===== src/sync_fifo.sv =====
module sync_fifo #(
    parameter int DEPTH      = 16,
    parameter int WIDTH      = 32,
    parameter int PRG_THRESH = 8
) (
    input  logic             ap_clk,
    input  logic             areset_generator,
    input  logic [WIDTH-1:0] din,
    input  logic             wr_en,
    input  logic             rd_en,
    output logic [WIDTH-1:0] dout,
    output logic             valid,
    output logic             empty,
    output logic             full,
    output logic             prog_full
);

    logic [WIDTH-1:0] mem [DEPTH];

    logic [$clog2(DEPTH)-1:0]   wr_ptr;
    logic [$clog2(DEPTH)-1:0]   rd_ptr;
    logic [$clog2(DEPTH+1)-1:0] count;

    logic do_wr;
    logic do_rd;

    assign do_wr = wr_en && !full;
    assign do_rd = rd_en && !empty;

    assign empty     = (count == '0);
    assign full      = (count == DEPTH);
    assign prog_full = (count >= PRG_THRESH);

    // --------------------
    // Pointers and fill level
    // --------------------
    always_ff @(posedge ap_clk) begin
        if (areset_generator) begin
            wr_ptr <= '0;
            rd_ptr <= '0;
            count  <= '0;
            valid  <= 1'b0;
        end else begin
            valid <= do_rd;
            if (do_wr) begin
                wr_ptr <= (wr_ptr == DEPTH - 1) ? '0 : wr_ptr + 1'b1;
            end
            if (do_rd) begin
                rd_ptr <= (rd_ptr == DEPTH - 1) ? '0 : rd_ptr + 1'b1;
            end
            case ({do_wr, do_rd})
                2'b10:   count <= count + 1'b1;
                2'b01:   count <= count - 1'b1;
                default: count <= count;
            endcase
        end
    end

    // --------------------
    // Storage and read port
    // --------------------
    always_ff @(posedge ap_clk) begin
        if (do_wr) begin
            mem[wr_ptr] <= din;
        end
        // Read data lands together with valid
        if (do_rd) begin
            dout <= mem[rd_ptr];
        end
    end

    // Senders must respect the flags
    assert property (@(posedge ap_clk) disable iff (areset_generator) wr_en |-> !full)
        else $error("sync_fifo overflow");

    assert property (@(posedge ap_clk) disable iff (areset_generator) rd_en |-> !empty)
        else $error("sync_fifo underflow");

endmodule


===== config.mk =====
export PLATFORM = sky130hd
export DESIGN_NAME = sync_fifo
export DESIGN_NICKNAME = d
export VERILOG_FILES = /design/src/sync_fifo.sv
export SDC_FILE = /design/constraint.sdc
export NUM_CORES = 1
export LEC_CHECK = 0
export BUFFER_PORTS_ARGS = -buffer_cell sky130_fd_sc_hd__buf_2
export CAP_MARGIN = 20
export CORE_UTILIZATION = 60
export CTS_BUF_LIST = sky130_fd_sc_hd__clkbuf_4 sky130_fd_sc_hd__clkbuf_8 sky130_fd_sc_hd__clkbuf_16
export DETAILED_ROUTE_END_ITERATION = 8
export PLACE_DENSITY_LB_ADDON = 0.2
export REMOVE_ABC_BUFFERS = 1
export SKIP_CTS_REPAIR_TIMING = 1
export SKIP_LAST_GASP = 1
export SLEW_MARGIN = 0
export SYNTH_ARGS = -nofsm -noshare
export SYNTH_HDL_FRONTEND = slang
export SYNTH_SLANG_ARGS = --single-unit

===== constraint.sdc =====
create_clock -name ap_clk -period 4.5 [get_ports ap_clk]
set_input_delay 0.45 -clock ap_clk [delete_from_list [all_inputs] [get_ports ap_clk]]
set_output_delay 0.45 -clock ap_clk [all_outputs]
set_load 0.01 [all_outputs]

# After elaboration in Yosys (flattened, before gate mapping)
# Memories as Yosys holds them, arrays and structs flattened. A register that Yosys moved wholly into a read port is not among the register bits.
# Cells that the tools add are included.
[word_totals]
reg_bits = 14
latchBits = 0
ram_bits = 512
mem_bits_ro = 0
input_bits = 36
wordCells = 26
memories = 1
[op_classes]
add_sub_neg = 4
multipliers = 0
n_div = 0
n_lt_le_gt_ge = 1
eq_ne = 5
shift = 0
mux = 5
bitwise_logic = 0
n_reduce_logical = 6
[mem_list]
columns = ["name", "words", "word_bits", "read_ports", "rd_clocked_by_memory_dff", "write_ports", "line", "rtl"]
rows = [
  ["mem", 16, 32, 1, 1, 1, "18", "logic [WIDTH-1:0] mem [DEPTH];"],
]
[op_table]
columns = ["op", "count"]
rows = [
  ["$pmux W5 S2", 1],
  ["$add A4 B1 Y4 const B", 2],
  ["$eq A4 B4 Y1 const B", 2],
  ["$mux W4", 2],
  ["$add A5 B1 Y5 const B", 1],
  ["$eq A5 B5 Y1 const B", 1],
  ["$ge A5 B4 Y1 const B", 1],
  ["$logic_not A5 Y1", 1],
  ["$sub A5 B1 Y5 const B", 1],
  ["$eq A2 B1 Y1 const B", 1],
  ["$eq A2 B2 Y1 const B", 1],
  ["$logic_and A1 B1 Y1", 2],
  ["$logic_not A1 Y1", 2],
  ["$mux W1", 2],
  ["$reduce_bool A2 Y1", 1],
]

# Longest topological paths before layout
[logic_depth]
ltp_word = 5
mapped_depth = 9
depth_no_buf = 9

# Least setup slack after synthesis
# No wires, ideal clock.
[synth_path]
path_kind = "register to register"
from = "reg count[0]"
to = "reg count[4]"
setup_time_ps = 71
arrival_ps = 3974
path_slack_ps = 456
path_stages_with_launch = 9
cell_sequence = "dfxtp_1 -> nor4_1 -> a21boi_1 -> ha_1 -> ha_1 -> a21oi_1 -> a21oi_1 -> or4_1 -> a21oi_1"
[synth_between]
elab_chain_cells = 5
elab_cells_between_ends = 12
[synth_rtl]
columns = ["element", "line", "rtl"]
rows = [
  ["start, declared", "22", "logic [$clog2(DEPTH+1)-1:0] count;"],
  ["start signal, assigned", "52", "2'b10: count <= count + 1'b1;"],
  ["start signal, assigned", "53", "2'b01: count <= count - 1'b1;"],
  ["start signal, assigned", "54", "default: count <= count;"],
  ["$logic_not A5 Y1 (*)", "30", "assign empty = (count == '0);"],
  ["$logic_not A1 Y1 (*)", "28", "assign do_rd = rd_en && !empty;"],
  ["$logic_and A1 B1 Y1 (*)", "28", ""],
  ["named net do_rd", "25", "logic do_rd;"],
  ["$eq A2 B1 Y1 / $eq A2 B2 Y1 (equally long branches)", "51", "case ({do_wr, do_rd})"],
  ["$pmux W5 S2 / $reduce_bool A2 Y1 (equally long branches)", "-", ""],
]
# The timed path passes the listed nets; every way through them passes the cells marked *.
# A chain may end at the register's enable or synchronous reset.

# Worst setup path after layout
# Same ends and word-level chain as after synthesis.

==> impl_metrics.yaml <==
worst_setup_path:
  reg2reg_slack_ns: 1.30
  start_kind: "flop"
  timing.rr.start: "count[0]$_SDFFE_PP0P_"
  crit_chain: "nor4_1, a21boi_4, buf_4, ha_1, ha_1, a21oi_1, a21oi_1, or4_1, a21oi_1"
  ff2ff_path_depth: 9
  crit_type: "reg -> reg"
  cp_max_fo: 38
  end_kind: "flop"
  path_buf_inv: 1
  critPathTopFamily: "simple AND/OR/NAND/NOR gates"
  cp_data_required_time_ns: 4.99
  arrival_ns: 3.69
  crit_slowest_cell: "nor4_1"
  critPathMaxStageDelay_ns: 0.67
  path_common_cell: "a21oi_1"
  r2r_end: "count[4]$_SDFFE_PP0P_"
pwr:
  swShare_pct: 24.7
  p_leak_uw: 0.00754
  vdd_ir_drop_max_uv: 364
  p_int_uw: 9580
  seqPwrFrac_pct: 49.5
  power_per_cell_area_nw_per_um2: 537
  switching_power_uw: 3150
  combPwrFrac_pct: 17.6
  clkPwrFrac_pct: 32.9
logic_synthesis:
  syn_area_per_cell_um2: 22.7
  ys_seq_area_share_pct: 79.2
  yosysTopAreaCell: "edfxtp_1"
  ys_top_cells_by_area: "edfxtp_1 (78%), mux4_2 (14%), a22oi_1 (2.3%)"
  syn-cell-area_um2: 21000
  ys.warnings.count: 0
  ys.flop_type: "edfxtp_1"
  async_flop_share_pct: 0
  synth_cell_types: 38
  synth_top_area_share_pct: 77.9
  synth_seq_cells: 558
  synth-edff-count: 544
  syn_inst: 925
place:
  io_buffers: 71
  gp_congestion: 0.757
  dpl_cell_area_um2: 22100
  hpwl_um: 22400
  place_ws_ns: 1.29
  dp_cells: 1428
finish:
  fin_util_pct: 68.8
  drive_gt1_share_pct: 31.2
  antenna_cells: 0
  area_growth_pct: 13.0
  nFillCells: 2162
  fin_nets: 1074
  final_common_cell: "edfxtp_1"
  final_design_area_no_fill_um2: 23700
  multiInputGateArea_um2: 4220
  final_cells: 1524
  layout_common_cells: "edfxtp_1 (544), mux4_2 (128), buf_2 (71)"
  seq_area_um2: 16600
worst_hold_path:
  hp-start: "areset_generator"
  worstHoldPathType: "in -> reg"
  min_to: "count[2]$_SDFFE_PP0P_"
  holdPathStages: 2
grt:
  grt_pass1_wl_um: 61900
  grt_pass1_vias: 9945
  grt_max_degree: 63
  antenna_found_initial: 1
  track_usage_pct: 24.1
  grt-ovfl-total: 0
timing:
  skew_ns: 0.0153
  finalSetupViolations: 0
  finalHoldViolCount: 0
  fin_setup_tns_ns: 0
  slew_headroom_pct: 27.5
  drv_slew: 0
  fin_crit_sh_pct: 71.1
  rsz0062_at_grt: "no"
  final.setup.worst_slack_ns: 1.30
  fin_crit_ns: 3.20
  fmax_mhz: 313
  worst_slew_pin_slew_ns: 1.09
run:
  max_cap_violations: 0
routing:
  routed_wl_um: 41400
  first_pass_iters: 5
  vias: 9620
  wl_per_cell_um: 27.2
  route.detailed.drc: 0
  drt_iter0_drc: 876
  vias_per_cell: 6.31
  antenna_left: 0
clock_tree:
  cts_tree: "yes"
  path_clk_slew_ns: 0.06
  clk-insertion-delay-late_ns: 0.57
  clock_path_buffers: 3
  clock_sinks: 558
  h-tree-depth: 2
  numCtsBuffers: 53
  cts_root_buffer: "clkbuf_16"
floorplan:
  die_w_um: 189
  fp.dieArea_um2: 35700
  io_pins: 72
  initial_core_util_pct: 60.8
  rows: 68
  fp.coreArea_um2: 34500
  die_h_um: 189
run_status:
  status: "complete, no violations"
## worst max path at each step
| stage | cells past startpoint | to | from | slack [ns] |
|---|---|---|---|---|
| 2_1_floorplan | 3 | dout[0]$_DFFE_PP_ | rd_ptr[0]$_SDFFE_PP0P_ | -2.04 |
| 3_3_place_gp | 9 | count[4]$_SDFFE_PP0P_ | count[0]$_SDFFE_PP0P_ | 1.34 |
| 3_5_place_dp | 5 | mem[0][8]$_DFFE_PP_ | count[0]$_SDFFE_PP0P_ | 1.29 |
| 4_1_cts | 5 | mem[0][23]$_DFFE_PP_ | count[0]$_SDFFE_PP0P_ | 1.28 |
| 5_1_grt | 9 | count[4]$_SDFFE_PP0P_ | count[0]$_SDFFE_PP0P_ | 1.03 |
| 6_report | 9 | count[4]$_SDFFE_PP0P_ | count[0]$_SDFFE_PP0P_ | 1.30 |
## power by group through the flow
stage | logic (µW) | clock network (µW) | registers [µW]
CTS | 2290 | 4250 | 6310
finish | 2240 | 4190 | 6300
floorplan | 1560 | 0 | 6630
global placement | 2260 | 0 | 6410
global route | 2440 | 4450 | 6340
detailed placement | 2270 | 0 | 6420
## cell usage after synthesis, drive strengths merged (2+ instances only)
master	n
a21boi	2
a21o	2
a21oi	7
a22oi	64
a41oi	2
buf	21
clkbuf	28
dfxtp	14
edfxtp	544
ha	9
inv	5
mux2i	5
mux4	128
nand2	37
nand2b	2
nor2	27
nor2b	3
nor3	4
nor4	2
o211ai	2
or4	2
xor2	3
## final cells by class
| class | instances | area share, % |
|---|---|---|
| flip-flops and latches | 558 | 70.2 |
| inverters | 5 | 0.0792 |
| well taps | 455 | 2.40 |
| clock buffers | 62 | 5.88 |
| multi-input cells | 313 | 17.8 |
| repair buffers | 97 | 2.62 |
| clock inverters | 34 | 1.04 |
## cell families (layout without fill, tap and decap cells)
family | Yosys count | after routing | share of synthesized area, %
AND/OR/NAND/NOR | 83 | 83 | 1.71
XOR/XNOR | 4 | 4 | 0.167
AO/OA/AOI/OAI | 83 | 83 | 2.94
buffers and inverters | 54 | 198 | 1.31
multiplexers | 133 | 133 | 14.0
flip-flops | 558 | 558 | 79.2
adder cells (fa/ha/maj) | 10 | 10 | 0.633
## metal layers
| layer | share of wire (%) | track usage, % |
|---|---|---|
| met1 | 41 | 35.2 |
| met3 | 7.7 | 4.15 |
| met4 | 2.4 | 7.04 |
| met5 | 0.031 | 0 |
| met2 | 49 | 38.2 |
## metrics by stage
step / hold slack [ns] / total power, µW
floorplan: 0.503 / 8180
global route: 0.235 / 13200
detailed placement: 0.550 / 8690
global placement: 0.536 / 8680
CTS: 0.222 / 12800
finish: 0.251 / 12700
## sequential cells by signal, summed over array words and instances, names as in the netlist
signal	cells
mem	512
dout	32
count	5
rd_ptr	4
wr_ptr	4
valid	1
Power figures use the tool's default switching activity.
