File: config.mk
export PLATFORM = sky130hd
export DESIGN_NAME = merge_lane_buffer
export DESIGN_NICKNAME = d
export VERILOG_FILES = /design/src/merge_pkg.sv /design/src/sync_fifo.sv /design/src/merge_lane_buffer.sv
export SDC_FILE = /design/constraint.sdc
export NUM_CORES = 2
export LEC_CHECK = 0
export BUFFER_PORTS_ARGS = -buffer_cell sky130_fd_sc_hd__buf_2
export CAP_MARGIN = 20
export CELL_PAD_IN_SITES_DETAIL_PLACEMENT = 0
export CELL_PAD_IN_SITES_GLOBAL_PLACEMENT = 1
export CORE_MARGIN = 3
export CORE_UTILIZATION = 55
export DETAILED_ROUTE_END_ITERATION = 12
export PLACE_DENSITY_LB_ADDON = 0.2
export SETUP_SLACK_MARGIN = 0.5
export SLEW_MARGIN = 20
export SYNTH_ARGS = -nofsm -noshare
export SYNTH_HDL_FRONTEND = slang
export SYNTH_HIERARCHICAL = 1
export SYNTH_SLANG_ARGS = --single-unit
File: constraint.sdc
create_clock -name ap_clk -period 15.4 [get_ports ap_clk]
set_clock_uncertainty 0.15 [all_clocks]
set_input_delay 0.77 -clock ap_clk [delete_from_list [all_inputs] [get_ports ap_clk]]
set_output_delay 0.77 -clock ap_clk [all_outputs]
set_load 0.05 [all_outputs]
File: src/merge_pkg.sv
package merge_pkg;

    // --------------------
    // Lane and packet geometry
    // --------------------
    localparam int NUM_LANES  = 4;
    localparam int NUM_FIELDS = NUM_LANES;
    localparam int FIELD_W    = 32;
    localparam int META_W     = 16;
    localparam int COUNT_W    = 16;

    // One FIFO word holds the meta word and every field
    localparam int PKT_W = META_W + NUM_FIELDS * FIELD_W;

    // --------------------
    // FIFO sizing
    // --------------------
    localparam int FIFO_DEPTH  = 16;
    localparam int PROG_THRESH = 8;

    // --------------------
    // Types
    // --------------------
    typedef logic [FIELD_W-1:0] field_t;
    typedef logic [META_W-1:0]  meta_t;

    // Field 0 sits in the low bits
    typedef field_t [NUM_FIELDS-1:0] fields_t;

    typedef logic [NUM_LANES-1:0] lane_mask_t;
    typedef logic [COUNT_W-1:0]   count_t;

    // Run states of the generator
    typedef enum logic [1:0] {
        IDLE  = 2'd0,
        RUN   = 2'd1,
        DRAIN = 2'd2
    } control_state_t;

endpackage

File: src/sync_fifo.sv
module sync_fifo #(
    parameter int DEPTH      = 16,
    parameter int WIDTH      = 32,
    parameter int PRG_THRESH = 8
) (
    input  logic             ap_clk,
    input  logic             areset_generator,
    input  logic [WIDTH-1:0] din,
    input  logic             wr_en,
    input  logic             rd_en,
    output logic [WIDTH-1:0] dout,
    output logic             valid,
    output logic             empty,
    output logic             full,
    output logic             prog_full
);

    logic [WIDTH-1:0] mem [DEPTH];

    logic [$clog2(DEPTH)-1:0]   wr_ptr;
    logic [$clog2(DEPTH)-1:0]   rd_ptr;
    logic [$clog2(DEPTH+1)-1:0] count;

    logic do_wr;
    logic do_rd;

    assign do_wr = wr_en && !full;
    assign do_rd = rd_en && !empty;

    assign empty     = (count == '0);
    assign full      = (count == DEPTH);
    assign prog_full = (count >= PRG_THRESH);

    // --------------------
    // Pointers and fill level
    // --------------------
    always_ff @(posedge ap_clk) begin
        if (areset_generator) begin
            wr_ptr <= '0;
            rd_ptr <= '0;
            count  <= '0;
            valid  <= 1'b0;
        end else begin
            valid <= do_rd;
            if (do_wr) begin
                wr_ptr <= (wr_ptr == DEPTH - 1) ? '0 : wr_ptr + 1'b1;
            end
            if (do_rd) begin
                rd_ptr <= (rd_ptr == DEPTH - 1) ? '0 : rd_ptr + 1'b1;
            end
            case ({do_wr, do_rd})
                2'b10:   count <= count + 1'b1;
                2'b01:   count <= count - 1'b1;
                default: count <= count;
            endcase
        end
    end

    // --------------------
    // Storage and read port
    // --------------------
    always_ff @(posedge ap_clk) begin
        if (do_wr) begin
            mem[wr_ptr] <= din;
        end
        // Read data lands together with valid
        if (do_rd) begin
            dout <= mem[rd_ptr];
        end
    end

    // Senders must respect the flags
    assert property (@(posedge ap_clk) disable iff (areset_generator) wr_en |-> !full)
        else $error("sync_fifo overflow");

    assert property (@(posedge ap_clk) disable iff (areset_generator) rd_en |-> !empty)
        else $error("sync_fifo underflow");

endmodule

File: src/merge_lane_buffer.sv
module merge_lane_buffer (
    input  logic               ap_clk,
    input  logic               areset_generator,
    input  logic               push,
    input  merge_pkg::meta_t   push_meta,
    input  merge_pkg::fields_t push_fields,
    input  logic               lane_take,
    input  logic               lane_flush,
    output logic               prog_full,
    output logic               empty,
    output logic               data_valid,
    output merge_pkg::meta_t   data_meta,
    output merge_pkg::fields_t data_fields
);

    import merge_pkg::*;

    logic    push_q;
    meta_t   push_meta_q;
    fields_t push_fields_q;

    logic             fifo_rd_en;
    logic             fifo_valid;
    logic             fifo_empty;
    logic             flush_q;
    logic [PKT_W-1:0] fifo_dout;

    // Input register stage
    always_ff @(posedge ap_clk) begin
        if (areset_generator) begin
            push_q  <= 1'b0;
            flush_q <= 1'b0;
        end else begin
            push_q  <= push;
            flush_q <= fifo_rd_en && lane_flush;
        end
    end

    always_ff @(posedge ap_clk) begin
        push_meta_q   <= push_meta;
        push_fields_q <= push_fields;
    end

    // Pop for the collector or to throw away a masked lane's data
    assign fifo_rd_en = !fifo_empty && (lane_take || lane_flush);

    sync_fifo #(
        .DEPTH     (FIFO_DEPTH),
        .WIDTH     (PKT_W),
        .PRG_THRESH(PROG_THRESH)
    ) u_fifo (
        .ap_clk          (ap_clk),
        .areset_generator(areset_generator),
        .din             ({push_meta_q, push_fields_q}),
        .wr_en           (push_q),
        .rd_en           (fifo_rd_en),
        .dout            (fifo_dout),
        .valid           (fifo_valid),
        .empty           (fifo_empty),
        .full            (),
        .prog_full       (prog_full)
    );

    // A packet still in the register stage counts as content
    assign empty = fifo_empty && !push_q;

    assign data_valid               = fifo_valid && !flush_q;
    assign {data_meta, data_fields} = fifo_dout;

endmodule

After elaboration in Yosys (flattened, before gate mapping)
Memories as Yosys holds them, arrays and structs flattened. A register that Yosys moved wholly into a read port is not among the register bits.
Index checks and enable logic that the tools add are counted.
{ "op_classes": {"n_addsub": 4, "order_cmp": 1, "n_eq_ne": 5, "muxes": 5, "reduce_logical": 13} }
{ "op_table": {"columns": ["cell", "n"], "rows": [
  ["case mux 5 bit (2 select lines)", 1],
  ["adder 4 x 1 -> 4 bit, second input constant", 2],
  ["== test 4 bit, second input constant", 2],
  ["2-to-1 mux 4 bit", 2],
  ["logical AND 1 bit", 6],
  ["adder 5 x 1 -> 5 bit, second input constant", 1],
  ["== test 5 bit, second input constant", 1],
  ["greater-or-equal comparator 5 x 4 -> 1 bit, second input constant", 1],
  ["zero test 5 bit", 1],
  ["subtractor 5 x 1 -> 5 bit, second input constant", 1],
  ["zero test 1 bit", 4],
  ["== test 2 x 1 -> 1 bit, second input constant", 1],
  ["== test 2 bit, second input constant", 1],
  ["2-to-1 mux 1 bit", 2],
  ["nonzero test 2 bit", 1],
  ["logical OR 1 bit", 1]
]} }
{ "totals": {"ff_bits": 160, "ram_bits": 2304, "input_bits": 149, "out_inout_bits": 147, "wordCells": 40, "mem_count": 1} }
{ "memory_table": {"columns": ["memory", "depth", "width", "read_ports", "rd_ports_with_merged_regs", "wr", "line", "text"], "rows": [
  ["u_fifo.mem", 16, 144, 1, 1, 1, "sync_fifo.sv:18", "logic [WIDTH-1:0] mem [DEPTH];"]
]} }

Depth between registers and ports, before layout
{ "logic_depth": {"ltp_word": 6, "depth_mapped": 10, "depth_no_buf": 10} }

Hierarchy
The synthesis kept the hierarchy.
{ "by_module_without_submodules": {"columns": ["module", "n_inst", "cells_per_inst", "area_per_inst_um2", "seq_area_each_um2"], "rows": [
  ["sync_fifo", 1, 3760, 90963.5, 73790.8],
  ["merge_lane_buffer", 1, 151, 2964.1, 2922.8]
]} }

Worst setup path before layout
Ideal clock, no wire load.
{ "synth_path": {"path_kind": "reg-to-reg", "from": "register u_fifo.count[0]", "to": "memory u_fifo/mem[0][0] (netlist bit), enable pin", "arrival_ns": 10.847, "path_slack_ns": 3.580, "stages_incl_launch_ff": 5, "path_buffers": 0, "synth_period_minus_slack_ns": 11.820, "path_cell_list": "dfxtp_1 nor4_1 a21boi_1 nand2_1 nor3_1"} }
{ "synth_between": {"elab_chain_cells": 5} }
{ "synth_rtl": {"columns": ["item", "line", "text"], "rows": [
  ["from (decl)", "sync_fifo.sv:22", "logic [$clog2(DEPTH+1)-1:0] count;"],
  ["from (signal assigned)", "sync_fifo.sv:52", "2'b10: count <= count + 1'b1;"],
  ["from (signal assigned)", "sync_fifo.sv:53", "2'b01: count <= count - 1'b1;"],
  ["from (signal assigned)", "sync_fifo.sv:54", "default: count <= count;"],
  ["== test 5 bit", "sync_fifo.sv:31", "assign full = (count == DEPTH);"],
  ["zero test 1 bit", "sync_fifo.sv:27", "assign do_wr = wr_en && !full;"],
  ["logical AND 1 bit", "sync_fifo.sv:27", null],
  ["2-to-1 mux 1 bit", "sync_fifo.sv:63", "if (do_wr) begin"],
  ["2-to-1 mux 1 bit (implied by the code)", "sync_fifo.sv:64", "mem[wr_ptr] <= din;"],
  ["to (decl)", "sync_fifo.sv:18", null]
]} }
Every way passes these cells.

Worst setup path in the final report
{ "layout_path": {"from": "register u_fifo.count[0]", "to": "memory u_fifo/mem[5][73] (netlist bit), enable pin"} }
Same word-level chain as after synthesis.

==> results.sh <==
export IMPL_drt_iter0_drc=4180
export IMPL_cp_max_fo=45
export IMPL_ir_drop_v=0.000106
export IMPL_antenna_found_initial=7
export IMPL_syn_cell_area_um2=93900
export IMPL_max_stage_delay_ps=770
export IMPL_cp_end_kind="flip-flop"
export IMPL_htreeDepth=5
export IMPL_port_buffer_count=295
export IMPL_post_cts_setup_buffers=0
export IMPL_internal_power_mw=12.0
export IMPL_r2r_end="u_fifo/mem[5][73]"
export IMPL_ios=296
export IMPL_fin_nets=4672
export IMPL_synth_yosys_warnings=6
export IMPL_hp_start="areset_generator"
export IMPL_required_ps=15750
export IMPL_reg2regPathDepth=8
export IMPL_worst_pin_slew_ps=1130
export IMPL_grt_pass1_wl_mm=307
export IMPL_seqPwrFrac=0.525
export IMPL_area_delta_synth_final_pct=15.1
export IMPL_switching_share=0.214
export IMPL_run_status="finished, final reports clean"
export IMPL_share_comb_of_total_power=0.070
export IMPL_hold_slack_ps=132
export IMPL_r2r_slack_ps=10130
export IMPL_crit_arrival_ps=5620
export IMPL_power_per_cell_area_nw_per_um2=141
export IMPL_syn_avg_cell_area_um2=24.0
export IMPL_clk_pin_slew_ps=60
export IMPL_grt_pass1_vias=44292
export IMPL_dieHeight_um=419
export IMPL_ant_nets=0
export IMPL_finalHoldViolCount=0
export IMPL_start_util=0.554
export IMPL_wl_mm=208
export IMPL_path_buf_inv=4
export IMPL_drive_above_1_share=0.284
export IMPL_slew_headroom=0.248
export IMPL_grt_remaining_overflow=0
export IMPL_critPathLaunchType="flip-flop"
export IMPL_die_area_um2=176000
export IMPL_cts_sinks=2608
export IMPL_p_leak_nw=34.2
export IMPL_critPathSlowestCell="buf_4"
export IMPL_r2r_start="u_fifo/count[0]"
export IMPL_vias_per_cell=6.16
export IMPL_grt_max_degree=143
export IMPL_place_congestion=0.730
export IMPL_drc_errors=0
export IMPL_final_setup_tns_ps=0
export IMPL_clock_latency_ps=920
export IMPL_syn_nets=4069
export IMPL_cpMostUsedCell="buf_4"
export IMPL_fmax_ghz=0.190
export IMPL_path_class="flip-flop to flip-flop"
export IMPL_cts_buffers=278
export IMPL_cts_tree="built"
export IMPL_track_usage=0.242
export IMPL_rsz0062_at_grt="false"
export IMPL_num_rows=151
export IMPL_fp_dieW_um=419
export IMPL_crit_chain="nor4_1 -> a21boi_1 -> nand2_1 -> nor2_4 -> buf_16 -> buf_4 -> buf_4 -> buf_4"
export IMPL_syn_inst=3910
export IMPL_power_share_clock=0.405
export IMPL_core_area_um2=169000
export IMPL_finalCritPeriodShare=0.342
export IMPL_switching_power_mw=3.27
export IMPL_dr_pass1_iters=5
export IMPL_hold_class="primary input to flip-flop"
export IMPL_post_drt_wl_per_cell_um=30.1
export IMPL_min_path_cells=2
export IMPL_cts_root_buf="clkbuf_16"
export IMPL_crit_family="buffers and inverters"
export IMPL_post_route_min_period_ps=5270
export IMPL_hold_path_end="u_fifo/wr_ptr[2]"
export IMPL_drv_cap=0
export IMPL_slew_violations=0
export IMPL_setup_viol=0
export IMPL_vias=42764
export IMPL_dp_hpwl_mm=101
export IMPL_cts_max_path_buffers=4
## worst max-delay path by stage
stage,endpoint,start,depth (start not counted)
2_1_floorplan,u_fifo/mem[0][0],u_fifo/count[0],4
3_3_place_gp,u_fifo/mem[5][1],u_fifo/count[0],7
3_5_place_dp,u_fifo/mem[5][1],u_fifo/count[0],7
4_1_cts,u_fifo/mem[5][86],u_fifo/count[0],7
5_1_grt,u_fifo/mem[5][86],u_fifo/count[0],8
6_report,u_fifo/mem[5][73],u_fifo/count[0],8
## stage by stage
stage	area (um^2)	power, mW	cells	util	setup slack [ps]
3_5_place_dp	98200	9.23	6303	0.579	9890
2_1_floorplan	93900	8.96	3910	-	3580
3_3_place_gp	98200	9.22	6303	0.579	10040
6_report	108000	15.3	6937	0.638	10130
5_1_grt	108000	15.8	6936	0.638	9890
4_1_cts	108000	15.4	6927	0.637	9880
## placed cells by master, fill, tap and decap left out, drive strengths merged, types with 2 or more instances in the layout
cell         instances
a21boi               2
a21o                 2
a21oi                7
a22oi              288
a41oi                2
buf                373
bufinv               7
clkbuf             402
clkinv              58
clkinvlp             5
dfxtp              160
diode                8
dlygate4sd3        146
edfxtp            2448
ha                   9
inv                 11
mux2i                5
mux4               576
nand2              149
nand2b               2
nor2                26
nor2b                6
nor3                 4
nor4                 2
o211ai               2
or4                  2
xor2                 3
## worst register-to-register path, delay by kind of cell (launching register included)
family	cells	cell delay [ps]
AND/OR/NAND/NOR	3	1080
AO/OA/AOI/OAI	1	580
flip-flops	1	430
buffers and inverters	4	2590
## cell type report
type                       instances  area (um^2)
inverter                           5         18.8
antenna                            8         20.0
clock inverter                    76          583
fill                           11136        61400
sequential                      2608        76700
timing repair buffer             519         3710
clock buffer                     402         7810
multi-input combinational       1101        16400
tap                             2218         2780
## registers in the layout (all words and copies together), names as in the netlist
register and cells:
push_q 1, u_fifo/valid 1, u_fifo/rd_ptr 4, u_fifo/wr_ptr 4, flush_q 1, u_fifo/mem 2304
push_meta_q 16, u_fifo/dout 144, u_fifo/count 5, push_fields_q 128
## power by group through the flow
stage                     combinational [mW]  sequential [mW]  clock, mW
after global routing                    1.15             8.03       6.60
after global placement                  1.06             8.16          0
after CTS                               1.09             8.02       6.31
after floorplan                        0.679             8.29          0
final                                   1.07             8.01       6.18
after detailed placement                1.06             8.17          0
## what timing repair did
item / CTS / global route
hold endpoints to repair: 146 / 0
gates resized for setup: 0 / 0
hold buffers: 146 / 0
## routing by layer
metal  routed length (um)  vias up  GRT usage
met5                    0        -          0
met4                 6170        0     0.0786
met3                11700      358     0.0352
met2               106000     1379      0.399
met1                84900    23126      0.339
li1                     -    17901          -
Power figures use the tool's default switching activity.
