[config.mk]
export PLATFORM = sky130hd
export DESIGN_NAME = merge_control
export DESIGN_NICKNAME = d
export VERILOG_FILES = /design/src/merge_pkg.sv /design/src/merge_control.sv
export SDC_FILE = /design/constraint.sdc
export NUM_CORES = 1
export LEC_CHECK = 0
export ABC_AREA = 1
export BUFFER_PORTS_ARGS = -buffer_cell sky130_fd_sc_hd__buf_4
export CORE_MARGIN = 2
export CORE_UTILIZATION = 50
export DETAILED_ROUTE_END_ITERATION = 8
export GPL_ROUTABILITY_DRIVEN = 0
export PLACE_DENSITY = 0.77
export SYNTH_ARGS = -nofsm -noshare
export SYNTH_HDL_FRONTEND = slang
export SYNTH_SLANG_ARGS = --single-unit
export TNS_END_PERCENT = 1
[constraint.sdc]
create_clock -name ap_clk -period 2.1 [get_ports ap_clk]
set_clock_uncertainty 0.15 [all_clocks]
set_input_delay 0.63 -clock ap_clk [delete_from_list [all_inputs] [get_ports ap_clk]]
set_output_delay 0.63 -clock ap_clk [all_outputs]
set_load 0.005 [all_outputs]
[src/merge_pkg.sv]
package merge_pkg;

    // --------------------
    // Lane and packet geometry
    // --------------------
    localparam int NUM_LANES  = 4;
    localparam int NUM_FIELDS = NUM_LANES;
    localparam int FIELD_W    = 32;
    localparam int META_W     = 16;
    localparam int COUNT_W    = 16;

    // One FIFO word holds the meta word and every field
    localparam int PKT_W = META_W + NUM_FIELDS * FIELD_W;

    // --------------------
    // FIFO sizing
    // --------------------
    localparam int FIFO_DEPTH  = 16;
    localparam int PROG_THRESH = 8;

    // --------------------
    // Types
    // --------------------
    typedef logic [FIELD_W-1:0] field_t;
    typedef logic [META_W-1:0]  meta_t;

    // Field 0 sits in the low bits
    typedef field_t [NUM_FIELDS-1:0] fields_t;

    typedef logic [NUM_LANES-1:0] lane_mask_t;
    typedef logic [COUNT_W-1:0]   count_t;

    // Run states of the generator
    typedef enum logic [1:0] {
        IDLE  = 2'd0,
        RUN   = 2'd1,
        DRAIN = 2'd2
    } control_state_t;

endpackage

[src/merge_control.sv]
module merge_control (
    input  logic                  ap_clk,
    input  logic                  areset_generator,
    input  logic                  config_valid,
    input  merge_pkg::lane_mask_t config_mask,
    input  merge_pkg::count_t     config_count,
    input  logic                  merged_valid,
    input  logic                  collector_idle,
    input  merge_pkg::lane_mask_t lane_empty,
    input  logic                  out_empty,
    output logic                  run_active,
    output merge_pkg::lane_mask_t run_mask,
    output logic                  done
);

    import merge_pkg::*;

    control_state_t state;

    count_t count_q;
    count_t produced;

    logic accept;
    logic last_pkt;
    logic drained;

    // Configuration only counts while idle
    assign accept = config_valid && done;

    assign last_pkt = merged_valid && ((produced + 1'b1) == count_q);

    // Nothing left anywhere in the datapath
    assign drained = collector_idle && (&lane_empty) && out_empty;

    assign run_active = (state == RUN);

    // --------------------
    // Run FSM
    // --------------------
    always_ff @(posedge ap_clk) begin
        if (areset_generator) begin
            state    <= IDLE;
            done     <= 1'b1;
            run_mask <= '1;
            produced <= '0;
        end else begin
            case (state)
                IDLE: begin
                    if (accept) begin
                        state    <= RUN;
                        done     <= 1'b0;
                        run_mask <= config_mask;
                        produced <= '0;
                    end
                end
                RUN: begin
                    if (merged_valid) begin
                        produced <= produced + 1'b1;
                    end
                    if (last_pkt) begin
                        state <= DRAIN;
                    end
                end
                DRAIN: begin
                    // Mask stays so late masked packets are still flushed
                    if (drained) begin
                        state    <= IDLE;
                        done     <= 1'b1;
                        run_mask <= '1;
                    end
                end
                default: begin
                    state <= IDLE;
                end
            endcase
        end
    end

    always_ff @(posedge ap_clk) begin
        if (accept) begin
            count_q <= config_count;
        end
    end

    // Lane 0 carries meta and field 0, and a run needs work
    assert property (@(posedge ap_clk) disable iff (areset_generator)
        accept |-> (config_mask[0] && (config_count != '0)))
        else $error("merge_control bad configuration");

    // Collector only issues while a run is counting
    assert property (@(posedge ap_clk) disable iff (areset_generator)
        merged_valid |-> (state == RUN))
        else $error("merge_control packet outside run");

endmodule

## Yosys cells after proc, flatten, opt, wreduce, memory -nomap -nowiden

Index checks and enable logic that the tools add are counted.

- Bits in registers: 39
- Input bits: 30

- Reduce and logical (&&, ||, !) cells: 11
- Equality and inequality tests: 7
- Multiplexer cells: 13
- Add/subtract/negate cells: 1

Operators by type and width:

| operator | count |
|---|---|
| 16-bit two-way mux | 2 |
| 16-bit case mux with 2 select lines | 1 |
| 16-bit by 1-bit adder with 16-bit output (second input constant) | 1 |
| 16-bit equality test | 1 |
| 3-bit AND reduction | 3 |
| 4-bit two-way mux | 2 |
| 4-bit case mux with 2 select lines | 1 |
| 2-bit two-way mux | 3 |
| 2-bit != test (second input constant) | 3 |
| 2-bit case mux with 3 select lines | 1 |
| 1-bit logical AND | 4 |
| 4-bit AND reduction | 1 |
| 2-bit nonzero test | 2 |
| 2-bit by 1-bit equality test with 1-bit output (second input constant) | 1 |
| 2-bit equality test (second input constant) | 1 |
| 2-bit logical NOT | 1 |
| 1-bit two-way mux | 2 |
| 2-bit by 1-bit != test with 1-bit output (second input constant) | 1 |
| 1-bit case mux with 2 select lines | 1 |

## Longest topological paths before layout

Gate-level depths: netlist (run 1).

- Depth in word-level cells: 5
- Depth in mapped cells: 14
- Depth with buffers taken out: 14

## Worst setup path after synthesis (run 1)

No wires, ideal clock.

- Path type: input -> register
- Start: input port config_valid
- End: register state[1]
- Arrival: 1.753 ns
- Stages: 8
- Setup slack: 0.127 ns
- Required time: 1.880 ns
- Path through: nand2_1 inv_1 o21ai_0 nor3b_1 nand3_1 nor2_1 nand3_1 a21oi_1

- Word-level cells in the longest chain between the ends: 3

RTL lines:

| element | line | RTL |
|---|---|---|
| from (decl) | merge_control.sv:4 | `input logic config_valid,` |
| 1-bit logical AND | merge_control.sv:28 | `assign accept = config_valid && done;` |
| via accept | merge_control.sv:23 | `logic accept;` |
| 2-bit != test (no line) | -- |  |
| 3-bit AND reduction (no line) | -- |  |
| to (signal assigned) | merge_control.sv:42 | `state <= IDLE;` |
| to (signal assigned) | merge_control.sv:50 | `state <= RUN;` |
| to (signal assigned) | merge_control.sv:61 | `state <= DRAIN;` |
| to (decl) | merge_control.sv:18 | `control_state_t state;` |

The timed path passes the listed nets, and every way through them passes these cells.
A chain may end at the register's enable or synchronous reset.

## Final worst setup path (run 1)

- Start: register produced[1]
- End: register state[1]

- Word-level cells in the longest chain between the ends: 5

RTL lines:

| element | line | RTL |
|---|---|---|
| from (decl) | merge_control.sv:21 | `count_t produced;` |
| from (signal assigned) | merge_control.sv:58 | `produced <= produced + 1'b1;` |
| 16-bit by 1-bit adder with 16-bit output | merge_control.sv:30 | `assign last_pkt = merged_valid && ((produced + 1'b1) == count_q);` |
| 16-bit equality test | merge_control.sv:30 |  |
| 1-bit logical AND | merge_control.sv:30 |  |
| 2-bit by 1-bit != test with 1-bit output (no line) | -- |  |
| 3-bit AND reduction (no line) | -- |  |

Every way passes these cells.

==> summary.txt, run 1 <==
STA
  – Achievable Freq: 502 MHz
  – Worst hold margin: 0.311 ns
  – Slew HR: 0.774
  – Final worst path period share: 0.948
  – Final Hold Fails: 0
  – Final setup margin: 0.109 ns
  – Final Max Tran Viols: 0
  – Setup Viol. Count Final: 0
  – Worst Tran Pin Value: 0.337 ns
  – Final worst path period need: between 1.5 and 2 ns

Power
  – Peak VDD IR: 432 uV
  – Flop pwr share: 0.540
  – Leak pwr: 0.00115 uW
  – Comb pwr share: 0.149
  – Sw frac: 0.257
  – Clock Power Share: 0.311
  – P_int: between 1000 and 1500 uW
  – Switch Pwr: 410 uW
  – Cell Pwr Density: 594 nW/um2

Setup path
  – Setup crit start: produced[1]$_SDFFE_PP0P_
  – Ordered cell list for the critical path: ha_2 -> nand2_4 -> nor2_4 -> buf_4 -> buf_4 -> nand3_1 -> nand2_1 -> nand3_1 -> nand3_1 -> or2_0 -> nor2_1 -> nand3_1 -> a21oi_1
  – Worst setup EP type: register
  – Critical Path Most Common Cell: nand3_1
  – CP top delay family: simple AND/OR/NAND/NOR gates
  – Worst setup SP type: register
  – Critical path's largest stage delay: between 0.3 and 0.4 ns
  – Crit path depth: 13
  – Critical path endpoint: state[1]$_SDFFE_PP0P_
  – Data arrival time of the critical path: approximately 2.1 ns
  – CP required: 2.19 ns
  – FF-to-FF End: state[1]$_SDFFE_PP0P_
  – Worst path bufs/invs: 2
  – Crit path kind: reg2reg
  – Critical Path Slowest Stage Cell: dfxtp_2
  – Worst reg-to-reg path cell count: 13
  – Worst R2R Start: produced[1]$_SDFFE_PP0P_
  – Worst-path fanout max: 5
  – FF-to-FF setup slack: 0.11 ns

Min path
  – Tightest Hold Check Type: reg2reg

Die
  – Die Y: 70.3 um
  – Die area: 4950 um2
  – # IOs: 36
  – Core area: 4290 um2
  – Row Count: 24
  – Die width: 70.3 um
  – Initial Utilization: 0.512

Logic synthesis
  – Netlist cell types: 27
  – Post-synth top area cell: edfxtp_1
  – Post-synth top flop: dfxtp_1
  – Share of flip-flops with an asynchronous set or reset: 0
  – Synth area leaders: edfxtp_1 22%, dfxtp_1 21%, nand2_1 18%
  – Post-synthesis cell area: 2200 um2
  – Post-synth EDFFs: 16
  – Post-synthesis sequential area ratio: 0.428
  – Mapped Cells: approximately 310
  – Post-synth top area share: 0.218
  – Ys Warns: 0
  – Post-synthesis net count: 344
  – Count leader, synth: nand2_1
  – Synth top cells by count: 105 x nand2_1, 38 x nand3_1, 37 x inv_1, 28 x nor2_1, 23 x dfxtp_1
  – Synthesized flop and latch total: 39
  – Avg Synthesized Cell Area: about 7 um2

Global route
  – Vias in the first global route: 1900
  – Initial antenna violation count: 0
  – Gr usage total: 0.216
  – Largest net degree at the start of global routing: 17
  – Remaining global-route overflow: 0
  – First-pass GRT wire length: 8390 um

CTS
  – H-tree Lvls: 2
  – Root Buffer: clkbuf_8
  – Clock Path Buffers: 2
  – Reg clk slew, reported paths: 0.07 ns
  – Hold-fix buffers, CTS: 0
  – CTS tree: yes
  – Worst-Skew Late Latency: about 0.30 ns
  – CTS Buf Count: 5
  – Sink Count: 39

Routing
  – DRC Markers: 0
  – DR vias: 2146
  – Drt wl/cell: 12.4 um
  – DR pass1 iterations: 4
  – Antenna Nets Post-Route: 0
  – 1st-iter DRT viols: approximately 130
  – DR vias/cell: 5.18
  – Routed wire length: 5150 um

Layout
  – Final instance area: 2680 um2
  – Nets: 392
  – Fillers: 386
  – # diodes: 0
  – Util after Layout: 0.624
  – Share of cells above drive strength 1: 0.180
  – Area grow syn2layout: 21.9%

Run
  – MaxCap Viol Count: 0

Placed design
  – IO buf count: 35
  – DP HPWL: 3820 um
  – Area after DPL: 2550 um2
  – Worst slack, placed: 0.0939 ns

Status
  – Status: finished, final reports clean
==> power groups by stage <==
| stage | Clock, uW | Combinational [uW] | Sequential (uW) |
|---|---|---|---|
| floorplan | 0 | 126 | 871 |
| global placement | 0 | 232 | 873 |
| detailed placement | 0 | 236 | 876 |
| CTS | 505 | 237 | 858 |
| global route | 534 | 264 | 865 |
| finish | 495 | 237 | 860 |
==> per-layer routing <==
metal / track usage / wire length, um / vias to the layer above / part of all wire
li1: - / - / 1118 / -
met1: 0.273 / 2210 / 944 / 0.43
met2: 0.351 / 2420 / 76 / 0.47
met3: 0.0577 / 432 / 8 / 0.084
met4: 0.0833 / 97 / 0 / 0.019
met5: 0 / 0 / - / 0
==> registers in the layout, indices dropped and copies added, names as in the netlist <==
name / cells
state: 2
run_mask: 4
done: 1
produced: 16
count_q: 16
==> kinds of logic after synthesis <==
kind of cell / synth area share
simple gates: 0.403
buf+inv: 0.0711
flops: 0.428
compound gates: 0.0779
xor+xnor: 0.0142
fa+ha+maj: 0.00569
==> repair_timing <==
action                     in CTS  in global routing
setup buffers                   0                  4
resized for setup               0                  8
setup endpoints to repair       0                  2
==> worst min path at each step <==
stage / end / cells after the start / startpoint / slack, ns
after detailed placement: run_mask[0]$_SDFFE_PP1P_ / 2 / run_mask[0]$_SDFFE_PP1P_ / 0.30
after global placement: run_mask[0]$_SDFFE_PP1P_ / 2 / run_mask[0]$_SDFFE_PP1P_ / 0.29
final: run_mask[0]$_SDFFE_PP1P_ / 2 / run_mask[0]$_SDFFE_PP1P_ / 0.31
after floorplan: run_mask[0]$_SDFFE_PP1P_ / 2 / run_mask[0]$_SDFFE_PP1P_ / 0.30
after CTS: run_mask[0]$_SDFFE_PP1P_ / 2 / run_mask[0]$_SDFFE_PP1P_ / 0.32
after global routing: count_q[15]$_DFFE_PP_ / 1 / config_count[15] / 0.34
==> through the flow <==
stage / setup TNS [ns] / cells / power, uW
after floorplan: 0 / 313 / 997
after global placement: 0 / 402 / 1100
after detailed placement: 0 / 402 / 1110
after CTS: 0 / 410 / 1600
after global routing: -0.0205 / 414 / 1660
final: 0 / 414 / 1590
==> final cells by class <==
cell class              count  area [um2]  area share
multi-input cells         233        1110       0.416
flip-flops and latches     39         945       0.352
repair buffers             45         338       0.126
inverters                  37         139      0.0518
clock buffers               8        80.1      0.0299
well taps                  52        65.1      0.0243
==> cell usage in the layout, fill, tap and decap left out, types with 2 or more instances in the layout <==
| cell | synthesis | routed |
|---|---|---|
| buf_4 | 0 | 45 |
| nand3b_1 | 6 | 6 |
| nand2_2 | 3 | 2 |
| nor2_1 | 28 | 28 |
| nor2_4 | 4 | 4 |
| clkbuf_8 | 0 | 5 |
| o21ai_0 | 10 | 10 |
| dfxtp_2 | 0 | 3 |
| nand3_1 | 38 | 37 |
| nand2_1 | 105 | 105 |
| nand4_1 | 9 | 9 |
| a21oi_1 | 18 | 18 |
| edfxtp_1 | 16 | 16 |
| inv_1 | 37 | 37 |
| clkbuf_1 | 1 | 3 |
| dfxtp_1 | 23 | 20 |
==> worst min-delay path, delay by kind of cell, from the launching register on <==
kind             cells  cell delay [ns]
and+or+nand+nor      2             0.10
DFF                  1             0.33
Note: power is estimated with default switching activity, not from simulation.
==> run 2, diff against run 1 <==
--- a/config.mk
+++ b/config.mk
@@ -7,11 +7,12 @@
 export LEC_CHECK = 0
 export ABC_AREA = 1
 export BUFFER_PORTS_ARGS = -buffer_cell sky130_fd_sc_hd__buf_4
-export CORE_MARGIN = 2
+export CORE_MARGIN = 1
 export CORE_UTILIZATION = 50
 export DETAILED_ROUTE_END_ITERATION = 8
 export GPL_ROUTABILITY_DRIVEN = 0
 export PLACE_DENSITY = 0.77
+export REMOVE_ABC_BUFFERS = 1
 export SYNTH_ARGS = -nofsm -noshare
 export SYNTH_HDL_FRONTEND = slang
 export SYNTH_SLANG_ARGS = --single-unit
==> summary.txt, run 2 (same netlist as run 1, synthesis figures left out) <==
Setup path
  – Worst setup SP type: register (unchanged)
  – Critical path's largest stage delay: 0.36 ns (was 0.34 ns)
  – Worst-path fanout max: 8 (was 5)
  – Critical Path Most Common Cell: nand2_1 (was nand3_1)
  – Crit path kind: reg2reg (unchanged)
  – Worst R2R Start: produced[0]$_SDFFE_PP0P_ (was produced[1]$_SDFFE_PP0P_)
  – Worst reg-to-reg path cell count: 12 (was 13)
  – Worst setup EP type: register (unchanged)
  – FF-to-FF setup slack: 0.15 ns (was 0.11 ns)
  – Data arrival time of the critical path: 2.02 ns (was 2.08 ns)
  – Ordered cell list for the critical path: buf_4 -> inv_2 -> nor2_4 -> buf_4 -> nand4_1 -> nand2_1 -> nand2_1 -> nand2_1 -> nand3_1 -> nor2_1 -> nand3_1 -> a21oi_1 (was ha_2 -> nand2_4 -> nor2_4 -> buf_4 -> buf_4 -> nand3_1 -> nand2_1 -> nand3_1 -> nand3_1 -> or2_0 -> nor2_1 -> nand3_1 -> a21oi_1)
  – FF-to-FF End: state[1]$_SDFFE_PP0P_ (unchanged)
  – Critical Path Slowest Stage Cell: dfxtp_2 (unchanged)
  – CP required: 2.17 ns (was 2.19 ns)

Routing
  – DR pass1 iterations: 4 (unchanged)
  – 1st-iter DRT viols: 155 (was 134)
  – DRC Markers: 0 (unchanged)
  – DR vias/cell: 5.21 (was 5.18)
  – Drt wl/cell: 12.8 um (was 12.4 um)
  – DR vias: 2153 (was 2146)
  – Routed wire length: 5270 um (was 5150 um)
  – Antenna Nets Post-Route: 0 (unchanged)

STA
  – Setup Viol. Count Final: 0 (unchanged)
  – Final worst path period share: 0.927 (was 0.948)
  – Final Hold Fails: 0 (unchanged)
  – Worst hold margin: 0.313 ns (was 0.311 ns)
  – Slew HR: 0.777 (was 0.774)
  – Achievable Freq: 513 MHz (was 502 MHz)
  – Final Max Tran Viols: 0 (unchanged)
  – Worst Tran Pin Value: 0.334 ns (was 0.337 ns)
  – Final worst path period need: 1.95 ns (was 1.99 ns)

Die
  – Initial Utilization: 0.535 (was 0.512)
  – Die Y: 68.3 um (was 70.3 um)
  – Die width: 68.3 um (was 70.3 um)
  – Die area: 4670 um2 (was 4950 um2)
  – Core area: 4120 um2 (was 4290 um2)
  – Row Count: 23 (was 24)
  – # IOs: 36 (unchanged)

CTS
  – CTS tree: yes (unchanged)
  – Hold-fix buffers, CTS: 0 (unchanged)
  – CTS Buf Count: 5 (unchanged)
  – Clock Path Buffers: 2 (unchanged)
  – H-tree Lvls: 2 (unchanged)
  – Sink Count: 39 (unchanged)
  – Worst-Skew Late Latency: 0.30 ns (about the same)
  – Root Buffer: clkbuf_8 (unchanged)
  – Reg clk slew, reported paths: 0.08 ns (was 0.07 ns)

Layout
  – Largest registers: count_q: 16 flops, produced: 16 flops, run_mask: 4 flops (unchanged)
  – Area grow syn2layout: 25.3% (was 21.9%)
  – Final instance area: 2760 um2 (was 2680 um2)
  – Most frequent cells in the layout: 99 x nand2_1, 46 x buf_4, 36 x inv_1, 35 x nand3_1, 26 x nor2_1 (was 105 x nand2_1, 45 x buf_4, 37 x inv_1, 37 x nand3_1, 28 x nor2_1)
  – Commonest non-fill, non-tap cell in the layout: nand2_1 (unchanged)
  – Seq. cell area: 955 um2 (was 945 um2)
  – # diodes: 0 (unchanged)
  – Fillers: 376 (was 386)
  – Share of cells above drive strength 1: 0.229 (was 0.180)
  – Nets: 393 (was 392)
  – Multi-input logic area: 1150 um2 (was 1110 um2)
  – Util after Layout: 0.670 (was 0.624)

Global route
  – First-pass GRT wire length: 7750 um (was 8390 um)
  – Gr usage total: 0.231 (was 0.216)
  – Largest net degree at the start of global routing: 17 (unchanged)
  – Initial antenna violation count: 0 (unchanged)
  – Remaining global-route overflow: 0 (unchanged)
  – Vias in the first global route: 1814 (was 1900)

Run
  – MaxCap Viol Count: 0 (unchanged)

Placed design
  – Area after DPL: 2550 um2 (about the same)
  – DP HPWL: 3790 um (was 3820 um)
  – IO buf count: 35 (unchanged)

Power
  – Leak pwr: 0.00117 uW (was 0.00115 uW)
  – Cell Pwr Density: 605 nW/um2 (was 594 nW/um2)
  – Peak VDD IR: 510 uV (was 432 uV)

Min path
  – Tightest Hold Check Type: reg2reg (unchanged)
  – Min-delay src: run_mask[1]$_SDFFE_PP1P_ (was run_mask[0]$_SDFFE_PP1P_)
  – Hold-critical path endpoint: run_mask[1]$_SDFFE_PP1P_ (was run_mask[0]$_SDFFE_PP1P_)
  – Cell depth of the worst hold path: 2 (unchanged)

Status
  – Status: finished, final reports clean (unchanged)
==> run 2: how the worst max path moves through the flow <==
stage          depth (start not counted)  slack [ns]                      from                  endpoint
2_1_floorplan                          6        0.11              merged_valid  produced[2]$_SDFFE_PP0P_
3_3_place_gp                          14        0.17  produced[1]$_SDFFE_PP0P_     state[0]$_SDFFE_PP0P_
3_5_place_dp                          14        0.09  produced[1]$_SDFFE_PP0P_     state[0]$_SDFFE_PP0P_
4_1_cts                               14        0.08  produced[1]$_SDFFE_PP0P_     state[0]$_SDFFE_PP0P_
5_1_grt                               12       -0.01  produced[1]$_SDFFE_PP0P_     state[0]$_SDFFE_PP0P_
6_report                              12        0.15  produced[0]$_SDFFE_PP0P_     state[1]$_SDFFE_PP0P_
==> run 2: through the flow <==
stage          TNS, ns  power (uW)  cells  setup slack [ns]
3_5_place_dp         0        1110    400            0.0863
6_report             0        1670    413             0.152
3_3_place_gp         0        1110    400             0.167
4_1_cts              0        1670    408            0.0819
2_1_floorplan        0         990    309             0.107
5_1_grt        -0.0125        1750    413           -0.0125
==> run 2: routing by layer <==
layer / track usage / vias to the layer above / part of all wire
met3: 0.0617 / 9 / 0.075
met1: 0.281 / 957 / 0.43
met2: 0.379 / 69 / 0.48
li1: - / 1118 / -
met5: 0 / - / 0
met4: 0.104 / 0 / 0.020
==> run 2: area by class of cell <==
class,instances,area share
Clock buffer,8,0.0363
Multi-Input combinational cell,233,0.419
Timing Repair Buffer,46,0.125
Tap cell,50,0.0227
Inverter,37,0.0504
Sequential cell,39,0.346
==> run 2: what timing repair did <==
| item | in CTS | in global routing |
|---|---|---|
| setup endpoints to repair | 0 | 2 |
| buffers inserted | 0 | 5 |
| endpoints found under the hold margin | 0 | 0 |
| resized for setup | 0 | 24 |
==> run 2: power breakdown <==
group | internal [uW] | leakage [uW] | switching [uW]
Clock | 300 | 0.0000515 | 257
Sequential | 835 | 0.000345 | 27.4
Combinational | 118 | 0.000777 | 130
==> run 2: critical path: cells and delay by family, from the launching register on <==
kind / cells / cell delay (ns)
flip-flops: 1 / 0.36
buffers and inverters: 3 / 0.35
AND/OR/NAND/NOR: 8 / 0.87
AO/OA/AOI/OAI: 1 / 0.14
